File: src/include/cpu_settings.svh
`ifndef CPU_SETTINGS_SVH
`define CPU_SETTINGS_SVH

// Memory and datapath widths
`define ADDR_BITS 8
`define DATA_BITS 8

`define REG_COUNT 16
`define REG_ADDR_BITS $clog2(`REG_COUNT)

`define ISR_ADDRESS 8'hC0

`endif
File: src/rtl/cpu_pkg.sv
`default_nettype none

`include "cpu_settings.svh"

package cpu_pkg;

    // Top nibble of the instruction word; unlisted codes run as NOP
    typedef enum logic [3:0] {
        MOVI  = 4'd0,
        LOAD  = 4'd2,
        STORE = 4'd3,
        ADD   = 4'd4,
        ADDI  = 4'd5,
        SUB   = 4'd6,
        SUBI  = 4'd7,
        JNZ   = 4'd8,
        JMP   = 4'd10,
        CLI   = 4'd11,
        STI   = 4'd12,
        RETI  = 4'd13,
        NOP   = 4'd15
    } opcode_e;

    typedef enum logic {
        ALU_ADD = 1'b0,
        ALU_SUB = 1'b1
    } alu_op_e;

    typedef enum logic [1:0] {
        WB_ALU  = 2'd0,
        WB_IMM  = 2'd1,
        WB_LOAD = 2'd2
    } wb_src_e;

    // Immediate also serves as memory address and jump target
    typedef struct packed {
        opcode_e                   opcode;
        logic [`REG_ADDR_BITS-1:0] rd;
        logic [`DATA_BITS-1:0]     imm;
    } imm_form_t;

    typedef struct packed {
        opcode_e                   opcode;
        logic [`REG_ADDR_BITS-1:0] rd;
        logic [`REG_ADDR_BITS-1:0] rs_a;
        logic [`REG_ADDR_BITS-1:0] rs_b;
    } reg_form_t;

    typedef union packed {
        imm_form_t imm_form;
        reg_form_t reg_form;
    } instr_word_t;

endpackage

`default_nettype wire

File: src/rtl/cpu_top.sv
`timescale 1ns/1ps
`default_nettype none

`include "cpu_settings.svh"

module cpu_top
    import cpu_pkg::*;
(
    input  wire                   clk,
    input  wire                   reset_n,
    output logic                  rd_ram_en,
    output logic [`ADDR_BITS-1:0] rd_ram_addr,
    input  wire [`DATA_BITS-1:0]  rd_ram_data,
    output logic                  wr_ram_en,
    output logic [`ADDR_BITS-1:0] wr_ram_addr,
    output logic [`DATA_BITS-1:0] wr_ram_data,
    input  wire                   int_req,
    output logic                  int_ack
);

    instr_word_t                ir;
    alu_op_e                    alu_op;
    wb_src_e                    wb_src;
    logic                       b_imm;
    logic                       writes_reg;
    logic                       is_load;
    logic                       is_store;
    logic                       is_jnz;
    logic                       is_jmp;
    logic                       is_cli;
    logic                       is_sti;
    logic                       is_reti;
    logic [`REG_ADDR_BITS-1:0]  rd_a_addr;
    logic [`REG_ADDR_BITS-1:0]  rd_b_addr;
    logic [`DATA_BITS-1:0]      rd_a_data;
    logic [`DATA_BITS-1:0]      rd_b_data;
    logic [`DATA_BITS-1:0]      alu_b;
    logic [`DATA_BITS-1:0]      alu_result;
    logic                       alu_zero;
    logic                       reg_wr_en;
    logic [`REG_ADDR_BITS-1:0]  reg_wr_addr;
    logic [`DATA_BITS-1:0]      reg_wr_data;

    exec_sequencer exec_sequencer_i (
        .clk         (clk),
        .reset_n     (reset_n),
        .rd_ram_en   (rd_ram_en),
        .rd_ram_addr (rd_ram_addr),
        .rd_ram_data (rd_ram_data),
        .wr_ram_en   (wr_ram_en),
        .wr_ram_addr (wr_ram_addr),
        .wr_ram_data (wr_ram_data),
        .int_req     (int_req),
        .int_ack     (int_ack),
        .ir          (ir),
        .b_imm       (b_imm),
        .writes_reg  (writes_reg),
        .wb_src      (wb_src),
        .is_load     (is_load),
        .is_store    (is_store),
        .is_jnz      (is_jnz),
        .is_jmp      (is_jmp),
        .is_cli      (is_cli),
        .is_sti      (is_sti),
        .is_reti     (is_reti),
        .alu_result  (alu_result),
        .alu_zero    (alu_zero),
        .alu_b       (alu_b),
        .rd_a_data   (rd_a_data),
        .rd_b_data   (rd_b_data),
        .reg_wr_en   (reg_wr_en),
        .reg_wr_addr (reg_wr_addr),
        .reg_wr_data (reg_wr_data)
    );

    instr_decode instr_decode_i (
        .ir         (ir),
        .alu_op     (alu_op),
        .b_imm      (b_imm),
        .writes_reg (writes_reg),
        .wb_src     (wb_src),
        .is_load    (is_load),
        .is_store   (is_store),
        .is_jnz     (is_jnz),
        .is_jmp     (is_jmp),
        .is_cli     (is_cli),
        .is_sti     (is_sti),
        .is_reti    (is_reti),
        .rd_a_addr  (rd_a_addr),
        .rd_b_addr  (rd_b_addr)
    );

    alu alu_i (
        .a      (rd_a_data),
        .b      (alu_b),
        .op     (alu_op),
        .result (alu_result),
        .zero   (alu_zero)
    );

    register_file register_file_i (
        .clk       (clk),
        .reset_n   (reset_n),
        .rd_a_addr (rd_a_addr),
        .rd_b_addr (rd_b_addr),
        .wr_en     (reg_wr_en),
        .wr_addr   (reg_wr_addr),
        .wr_data   (reg_wr_data),
        .rd_a_data (rd_a_data),
        .rd_b_data (rd_b_data)
    );

endmodule

`default_nettype wire

File: src/rtl/exec_sequencer.sv
`timescale 1ns/1ps
`default_nettype none

`include "cpu_settings.svh"

module exec_sequencer
    import cpu_pkg::*;
(
    input  wire                         clk,
    input  wire                         reset_n,
    output logic                        rd_ram_en,
    output logic [`ADDR_BITS-1:0]       rd_ram_addr,
    input  wire [`DATA_BITS-1:0]        rd_ram_data,
    output logic                        wr_ram_en,
    output logic [`ADDR_BITS-1:0]       wr_ram_addr,
    output logic [`DATA_BITS-1:0]       wr_ram_data,
    input  wire                         int_req,
    output logic                        int_ack,
    output instr_word_t                 ir,
    input  wire                         b_imm,
    input  wire                         writes_reg,
    input  wire wb_src_e                wb_src,
    input  wire                         is_load,
    input  wire                         is_store,
    input  wire                         is_jnz,
    input  wire                         is_jmp,
    input  wire                         is_cli,
    input  wire                         is_sti,
    input  wire                         is_reti,
    input  wire [`DATA_BITS-1:0]        alu_result,
    input  wire                         alu_zero,
    output logic [`DATA_BITS-1:0]       alu_b,
    input  wire [`DATA_BITS-1:0]        rd_a_data,
    input  wire [`DATA_BITS-1:0]        rd_b_data,
    output logic                        reg_wr_en,
    output logic [`REG_ADDR_BITS-1:0]   reg_wr_addr,
    output logic [`DATA_BITS-1:0]       reg_wr_data
);

    localparam logic [2:0] IDLE      = 3'd0;
    localparam logic [2:0] FETCH_HI  = 3'd1;
    localparam logic [2:0] FETCH_LO  = 3'd2;
    localparam logic [2:0] EXECUTE   = 3'd3;
    localparam logic [2:0] WRITEBACK = 3'd4;

    logic [2:0]            state;
    logic [`ADDR_BITS-1:0] pc;
    logic [`ADDR_BITS-1:0] next_pc;
    logic [`ADDR_BITS-1:0] fetch_pc;
    logic [`ADDR_BITS-1:0] saved_pc;
    logic [`DATA_BITS-1:0] alu_res;
    logic                  zero_flag;
    logic                  int_en;
    logic                  int_pend;
    logic                  int_req_q;
    logic                  int_edge;
    logic                  is_arith;
    logic                  needs_wb;
    logic                  issue_fetch;
    logic                  take_int;

    assign int_edge = int_req && !int_req_q;
    assign is_arith = writes_reg && (wb_src == WB_ALU);
    assign needs_wb = is_load || is_store || is_arith;

    // IDLE without a read in flight only happens right after reset
    assign issue_fetch = (state == IDLE && !rd_ram_en) ||
                         (state == EXECUTE && !needs_wb) ||
                         (state == WRITEBACK);
    assign take_int = issue_fetch && int_pend;

    always_comb begin
        if (is_reti) begin
            next_pc = saved_pc;
        end else if (is_jmp || (is_jnz && !zero_flag)) begin
            next_pc = ir.imm_form.imm;
        end else begin
            next_pc = pc + `ADDR_BITS'(2);
        end
    end

    assign fetch_pc = (state == EXECUTE) ? next_pc : pc;

    always_ff @(posedge clk) begin
        if (!reset_n) begin
            state     <= IDLE;
            pc        <= '0;
            zero_flag <= 1'b0;
            int_en    <= 1'b0;
            int_pend  <= 1'b0;
            int_req_q <= 1'b0;
            rd_ram_en <= 1'b0;
            wr_ram_en <= 1'b0;
            int_ack   <= 1'b0;
        end else begin
            int_req_q <= int_req;
            rd_ram_en <= 1'b0;
            wr_ram_en <= 1'b0;
            int_ack   <= 1'b0;
            if (int_edge && int_en) begin
                int_pend <= 1'b1;
            end

            case (state)
                IDLE: begin
                    if (rd_ram_en) begin
                        state     <= FETCH_HI;
                        rd_ram_en <= 1'b1;
                    end
                end
                FETCH_HI: state <= FETCH_LO;
                FETCH_LO: begin
                    // Data read and store pulse both land in EXECUTE
                    state     <= EXECUTE;
                    rd_ram_en <= is_load;
                    wr_ram_en <= is_store;
                end
                EXECUTE: begin
                    if (is_arith) begin
                        zero_flag <= alu_zero;
                    end
                    if (is_sti || is_reti) begin
                        int_en <= 1'b1;
                    end
                    if (is_cli) begin
                        int_en   <= 1'b0;
                        int_pend <= 1'b0;
                    end
                    pc    <= next_pc;
                    state <= WRITEBACK;
                end
                // WRITEBACK leaves through the fetch issue below
                default: state <= IDLE;
            endcase

            if (issue_fetch) begin
                state     <= IDLE;
                rd_ram_en <= 1'b1;
                if (int_pend) begin
                    pc       <= `ISR_ADDRESS;
                    int_ack  <= 1'b1;
                    int_pend <= 1'b0;
                    int_en   <= 1'b0;
                end else begin
                    pc <= fetch_pc;
                end
            end
        end
    end

    always_ff @(posedge clk) begin
        case (state)
            IDLE: rd_ram_addr <= rd_ram_addr + `ADDR_BITS'(1);
            FETCH_HI: ir[15:8] <= rd_ram_data;
            FETCH_LO: begin
                ir[7:0]     <= rd_ram_data;
                rd_ram_addr <= rd_ram_data;
                wr_ram_addr <= rd_ram_data;
                wr_ram_data <= rd_a_data;
            end
            EXECUTE: alu_res <= alu_result;
            default: ;
        endcase

        if (issue_fetch) begin
            rd_ram_addr <= take_int ? `ISR_ADDRESS : fetch_pc;
            if (take_int) begin
                saved_pc <= fetch_pc;
            end
        end
    end

    assign alu_b = b_imm ? ir.imm_form.imm : rd_b_data;

    // MOVI writes in EXECUTE, LOAD and arithmetic one cycle later
    assign reg_wr_en = writes_reg &&
                       ((state == EXECUTE && wb_src == WB_IMM) ||
                        (state == WRITEBACK && wb_src != WB_IMM));
    assign reg_wr_addr = ir.imm_form.rd;

    always_comb begin
        case (wb_src)
            WB_IMM:  reg_wr_data = ir.imm_form.imm;
            WB_LOAD: reg_wr_data = rd_ram_data;
            default: reg_wr_data = alu_res;
        endcase
    end

endmodule

`default_nettype wire

File: src/rtl/register_file.sv
`timescale 1ns/1ps
`default_nettype none

`include "cpu_settings.svh"

module register_file (
    input  wire                        clk,
    input  wire                        reset_n,
    input  wire [`REG_ADDR_BITS-1:0]   rd_a_addr,
    input  wire [`REG_ADDR_BITS-1:0]   rd_b_addr,
    input  wire                        wr_en,
    input  wire [`REG_ADDR_BITS-1:0]   wr_addr,
    input  wire [`DATA_BITS-1:0]       wr_data,
    output logic [`DATA_BITS-1:0]      rd_a_data,
    output logic [`DATA_BITS-1:0]      rd_b_data
);

    logic [`DATA_BITS-1:0] regs [`REG_COUNT];

    always_ff @(posedge clk) begin
        if (!reset_n) begin
            for (int i = 0; i < `REG_COUNT; i++) begin
                regs[i] <= '0;
            end
        end else if (wr_en) begin
            regs[wr_addr] <= wr_data;
        end
    end

    // Same-cycle read of the written entry sees the old contents
    assign rd_a_data = regs[rd_a_addr];
    assign rd_b_data = regs[rd_b_addr];

endmodule

`default_nettype wire

File: src/rtl/alu.sv
`timescale 1ns/1ps
`default_nettype none

`include "cpu_settings.svh"

module alu
    import cpu_pkg::*;
(
    input  wire [`DATA_BITS-1:0]  a,
    input  wire [`DATA_BITS-1:0]  b,
    input  wire alu_op_e          op,
    output logic [`DATA_BITS-1:0] result,
    output logic                  zero
);

    // Wraps modulo 2**DATA_BITS, carry is not kept
    always_comb begin
        if (op == ALU_SUB) begin
            result = a - b;
        end else begin
            result = a + b;
        end
    end

    assign zero = (result == '0);

endmodule

`default_nettype wire

File: src/rtl/instr_decode.sv
`timescale 1ns/1ps
`default_nettype none

`include "cpu_settings.svh"

module instr_decode
    import cpu_pkg::*;
(
    input  wire instr_word_t                ir,
    output alu_op_e                         alu_op,
    output logic                            b_imm,
    output logic                            writes_reg,
    output wb_src_e                         wb_src,
    output logic                            is_load,
    output logic                            is_store,
    output logic                            is_jnz,
    output logic                            is_jmp,
    output logic                            is_cli,
    output logic                            is_sti,
    output logic                            is_reti,
    output logic [`REG_ADDR_BITS-1:0]       rd_a_addr,
    output logic [`REG_ADDR_BITS-1:0]       rd_b_addr
);

    always_comb begin
        alu_op     = ALU_ADD;
        b_imm      = 1'b0;
        writes_reg = 1'b0;
        wb_src     = WB_ALU;
        is_load    = 1'b0;
        is_store   = 1'b0;
        is_jnz     = 1'b0;
        is_jmp     = 1'b0;
        is_cli     = 1'b0;
        is_sti     = 1'b0;
        is_reti    = 1'b0;
        // Immediate forms and STORE read rd on port a
        rd_a_addr  = ir.imm_form.rd;
        rd_b_addr  = ir.reg_form.rs_b;

        case (ir.imm_form.opcode)
            MOVI: begin
                writes_reg = 1'b1;
                wb_src     = WB_IMM;
            end
            LOAD: begin
                writes_reg = 1'b1;
                wb_src     = WB_LOAD;
                is_load    = 1'b1;
            end
            STORE: is_store = 1'b1;
            ADD: begin
                writes_reg = 1'b1;
                rd_a_addr  = ir.reg_form.rs_a;
            end
            ADDI: begin
                writes_reg = 1'b1;
                b_imm      = 1'b1;
            end
            SUB: begin
                alu_op     = ALU_SUB;
                writes_reg = 1'b1;
                rd_a_addr  = ir.reg_form.rs_a;
            end
            SUBI: begin
                alu_op     = ALU_SUB;
                writes_reg = 1'b1;
                b_imm      = 1'b1;
            end
            JNZ:  is_jnz  = 1'b1;
            JMP:  is_jmp  = 1'b1;
            CLI:  is_cli  = 1'b1;
            STI:  is_sti  = 1'b1;
            RETI: is_reti = 1'b1;
            // NOP and every unassigned code
            default: ;
        endcase
    end

endmodule

`default_nettype wire

File: config.mk
export PLATFORM = sky130hd
export DESIGN_NAME = cpu_top
export DESIGN_NICKNAME = d
export VERILOG_FILES = /design/src/rtl/cpu_pkg.sv /design/src/rtl/cpu_top.sv /design/src/rtl/exec_sequencer.sv /design/src/rtl/register_file.sv /design/src/rtl/alu.sv /design/src/rtl/instr_decode.sv
export VERILOG_INCLUDE_DIRS = /design/src /design/src/include
export SDC_FILE = /design/constraint.sdc
export NUM_CORES = 1
export LEC_CHECK = 0
export ABC_AREA = 0
export BUFFER_PORTS_ARGS = -buffer_cell sky130_fd_sc_hd__buf_2
export CAP_MARGIN = 20
export CORE_MARGIN = 5
export CORE_UTILIZATION = 60
export DETAILED_ROUTE_END_ITERATION = 16
export MAX_ROUTING_LAYER = met4
export PLACE_DENSITY = 0.75
export SKIP_CTS_REPAIR_TIMING = 1
export SLEW_MARGIN = 5
export SYNTH_ARGS = -nofsm -noshare
export SYNTH_HDL_FRONTEND = slang
export SYNTH_SLANG_ARGS = --single-unit
File: constraint.sdc
create_clock -name clk -period 10.22 [get_ports clk]
set_input_delay 0.511 -clock clk [delete_from_list [all_inputs] [get_ports clk]]
set_output_delay 0.511 -clock clk [all_outputs]
set_load 0.1 [all_outputs]
==> flow_metrics.py <==
metrics = {
    "power": {
        "leakagePower_nw": 4.254,
        "power_mw": 2.704,
        "p_per_area_nw_per_um2": 239.2,
        "vdd_drop_max_uv": 152.3,
    },
    "timing": {
        "setup_tns_ns": 0,
        "worst_pin_slew_ns": 1.032,
        "fin_skew_ns": 0.01001,
        "setup_viol": 0,
        "final_min_period_over_clock_period": 0.4919,
        "final_hold_viol_count": 0,
        "fmax_ghz": 0.1989,
        "fin_ws_ns": 5.193,
        "slew_viol_final": 0,
        "rsz0062_at_grt": "no",
        "finalCriticalPeriod_ns": 5.027,
        "maxSlewHeadroom": 0.3122,
    },
    "clocking": {
        "cts-htree-levels": 4,
        "clk_pin_slew_ns": 0.07,
        "cts_made_buffers": 17,
        "cts_tree": "built",
        "cts_sinks": 198,
        "root_buffer": "clkbuf_16",
        "cts.path.max_buffers": 2,
        "clkLatencyLatePin_ns": 0.45,
    },
    "synthesis": {
        "syn_inst": 889,
        "synth-edff-count": 176,
        "yosysUniqueCellTypes": 60,
        "synth_nets": 915,
        "syn_area_sq_um": 10430,
        "ys_seq_elements": 198,
        "synth_ff_type": "edfxtp_1",
        "async_flop_share": 0,
        "yosysSeqAreaShare": 0.5489,
        "syn_avg_cell_area_sq_um": 11.73,
        "yosysWarnings": 0,
    },
    "place": {
        "place_congestion": 0.9360,
        "pre_cts_ws_ns": 4.740,
        "placed_cells": 1099,
        "dp_hpwl_mm": 19.77,
        "numPortBuffers": 37,
    },
    "route": {
        "wire_per_inst_microns": 25.41,
        "drc": 0,
        "vias_per_cell": 6.633,
        "first_pass_iters": 6,
        "ant_nets": 0,
        "drt_iter0_drc": 1047,
        "num_vias": 7522,
        "wirelength_mm": 28.82,
    },
    "layout": {
        "nFillCells": 1278,
        "multi_input_area_sq_um": 4297,
        "final_cell_count_no_fill": 1134,
        "final_cell_mix": "176 x edfxtp_1, 158 x nor2_1, 116 x nand2_1, 54 x mux4_2, 39 x buf_2",
        "areaGrowthSynthToFinish_pct": 8.384,
        "num-nets-final": 921,
        "finish.utilization": 0.6582,
        "final_common_cell": "edfxtp_1",
        "drive_gt1_frac": 0.1718,
        "seq_area_sq_um": 5727,
    },
    "die": {
        "start_util": 0.6073,
        "io_pins": 38,
        "dieArea_sq_um": 20120,
        "die_w_microns": 141.9,
        "fp.coreArea_sq_um": 17180,
        "die_h_microns": 141.9,
        "rows": 48,
    },
    "grt": {
        "grt_pass1_vias": 7332,
        "top_usage_layer": "met2",
        "grt_pass1_wl_mm": 43.52,
        "grt_max_degree": 35,
        "grt_usage": 0.3028,
        "overflow": 0,
        "grtUsageMet3": 0.06977,
        "antenna_found_initial": 0,
        "use_met2": 0.4668,
        "gr-usage-met1": 0.3933,
    },
    "run": {
        "maxCapViolCount": 0,
    },
    "critical_path": {
        "worstSetupPathType": "flop to flop",
        "critical_path_arrival_ns": 5.41,
        "critPathRequiredTime_ns": 10.61,
        "crit_fanout": 16,
        "end_kind": "flop",
        "cp-start-kind": "flop",
    },
    "hold_path": {
        "hp-class": "input port to flop",
    },
    "outcome": {
        "status": "complete, no violations",
    },
}
==> final cells by class <==
cell class / instances / area share
Timing Repair Buffer: 52 / 0.02623
Sequential cell: 198 / 0.5065
Clock buffer: 17 / 0.03763
Multi-Input combinational cell: 599 / 0.3800
Clock inverter: 15 / 0.01549
Tap cell: 225 / 0.02490
Inverter: 27 / 0.008964
Antenna cell: 1 / 0.0002213
==> sequential cells by signal (all words and copies together), names as in the netlist, 8 cells and up, named ones only <==
name,flops
exec_sequencer_i.saved_pc,8
exec_sequencer_i.wr_ram_data,8
exec_sequencer_i.wr_ram_addr,8
exec_sequencer_i.ir,8
exec_sequencer_i.pc,8
exec_sequencer_i.rd_ram_addr,8
register_file_i.regs,128
exec_sequencer_i.alu_res,8
==> cell families (layout without fill, tap and decap cells) <==
logic type	count (synthesis)	count (layout)	synth area share
fa+ha+maj	15	15	0.01871
compound gates	120	120	0.07569
buf+inv	92	111	0.04042
simple gates	360	360	0.1497
xor+xnor	25	25	0.02171
mux	79	79	0.1449
flops	198	198	0.5489
other cells	0	1	0
==> synthesized netlist by cell type, drive strengths merged, types with 7 or more instances <==
library cell | count | share of area
a2111oi | 7 | 0.0066
a211oi | 10 | 0.0072
a21oi | 27 | 0.013
a22oi | 8 | 0.0058
a31oi | 9 | 0.0054
and3 | 14 | 0.0084
buf | 26 | 0.017
clkbuf | 39 | 0.014
dfxtp | 22 | 0.042
edfxtp | 176 | 0.51
ha | 14 | 0.017
inv | 26 | 0.0094
mux2 | 7 | 0.0079
mux2i | 16 | 0.015
mux4 | 56 | 0.12
nand2 | 116 | 0.042
nand2b | 7 | 0.0042
nand3 | 21 | 0.010
nor2 | 158 | 0.057
nor2b | 10 | 0.0060
nor3 | 8 | 0.0038
o211ai | 7 | 0.0050
o21ai | 19 | 0.0091
o22ai | 13 | 0.0078
xnor2 | 10 | 0.0091
xor2 | 15 | 0.013
==> critical path, cell delays in order (launching register included) <==
cell,delay (ns)
edfxtp_1,0.58
or3b_1,0.65
a21oi_2,0.70
mux4_1,0.63
nand2_1,0.09
nand3_1,0.16
nand2_1,0.24
ha_1,0.23
fa_1,0.23
nor2b_1,0.06
o21ai_0,0.14
nand2b_1,0.11
a21o_1,0.20
a21o_1,0.18
xor2_1,0.14
or4_1,0.51
o21ai_1,0.11
==> through the flow <==
step	hold WS [ns]	cell area, sq um
finish	0.3065	11310
global route	0.3033	11300
CTS	0.2972	11290
detailed placement	0.5055	10690
global placement	0.5093	10680
floorplan	0.4369	10430
==> per-layer routing <==
layer	share of wire	vias to the layer above	routed length [microns]
met1	0.36	3643	10490
met4	0.040	0	1159
met5	0	-	0
met2	0.48	516	13860
met3	0.11	84	3302
li1	-	3279	-
==> report_power, final <==
part | switching, mW | total, mW | internal [mW]
clock | 0.324 | 0.692 | 0.368
combinational | 0.650 | 0.982 | 0.332
sequential | 0.0558 | 1.03 | 0.974
==> worst paths after layout <==
path,end,from,depth (start not counted),slack [ns]
worst max-delay path,exec_sequencer_i.zero_flag,exec_sequencer_i.ir[15],16,5.19
worst min-delay path,exec_sequencer_i.int_req_q,int_req,2,0.31
worst max register to register,exec_sequencer_i.zero_flag,exec_sequencer_i.ir[15],16,5.19
worst min register to register,exec_sequencer_i.zero_flag,exec_sequencer_i.zero_flag,2,0.51
Note: power is estimated with default switching activity, not from simulation.
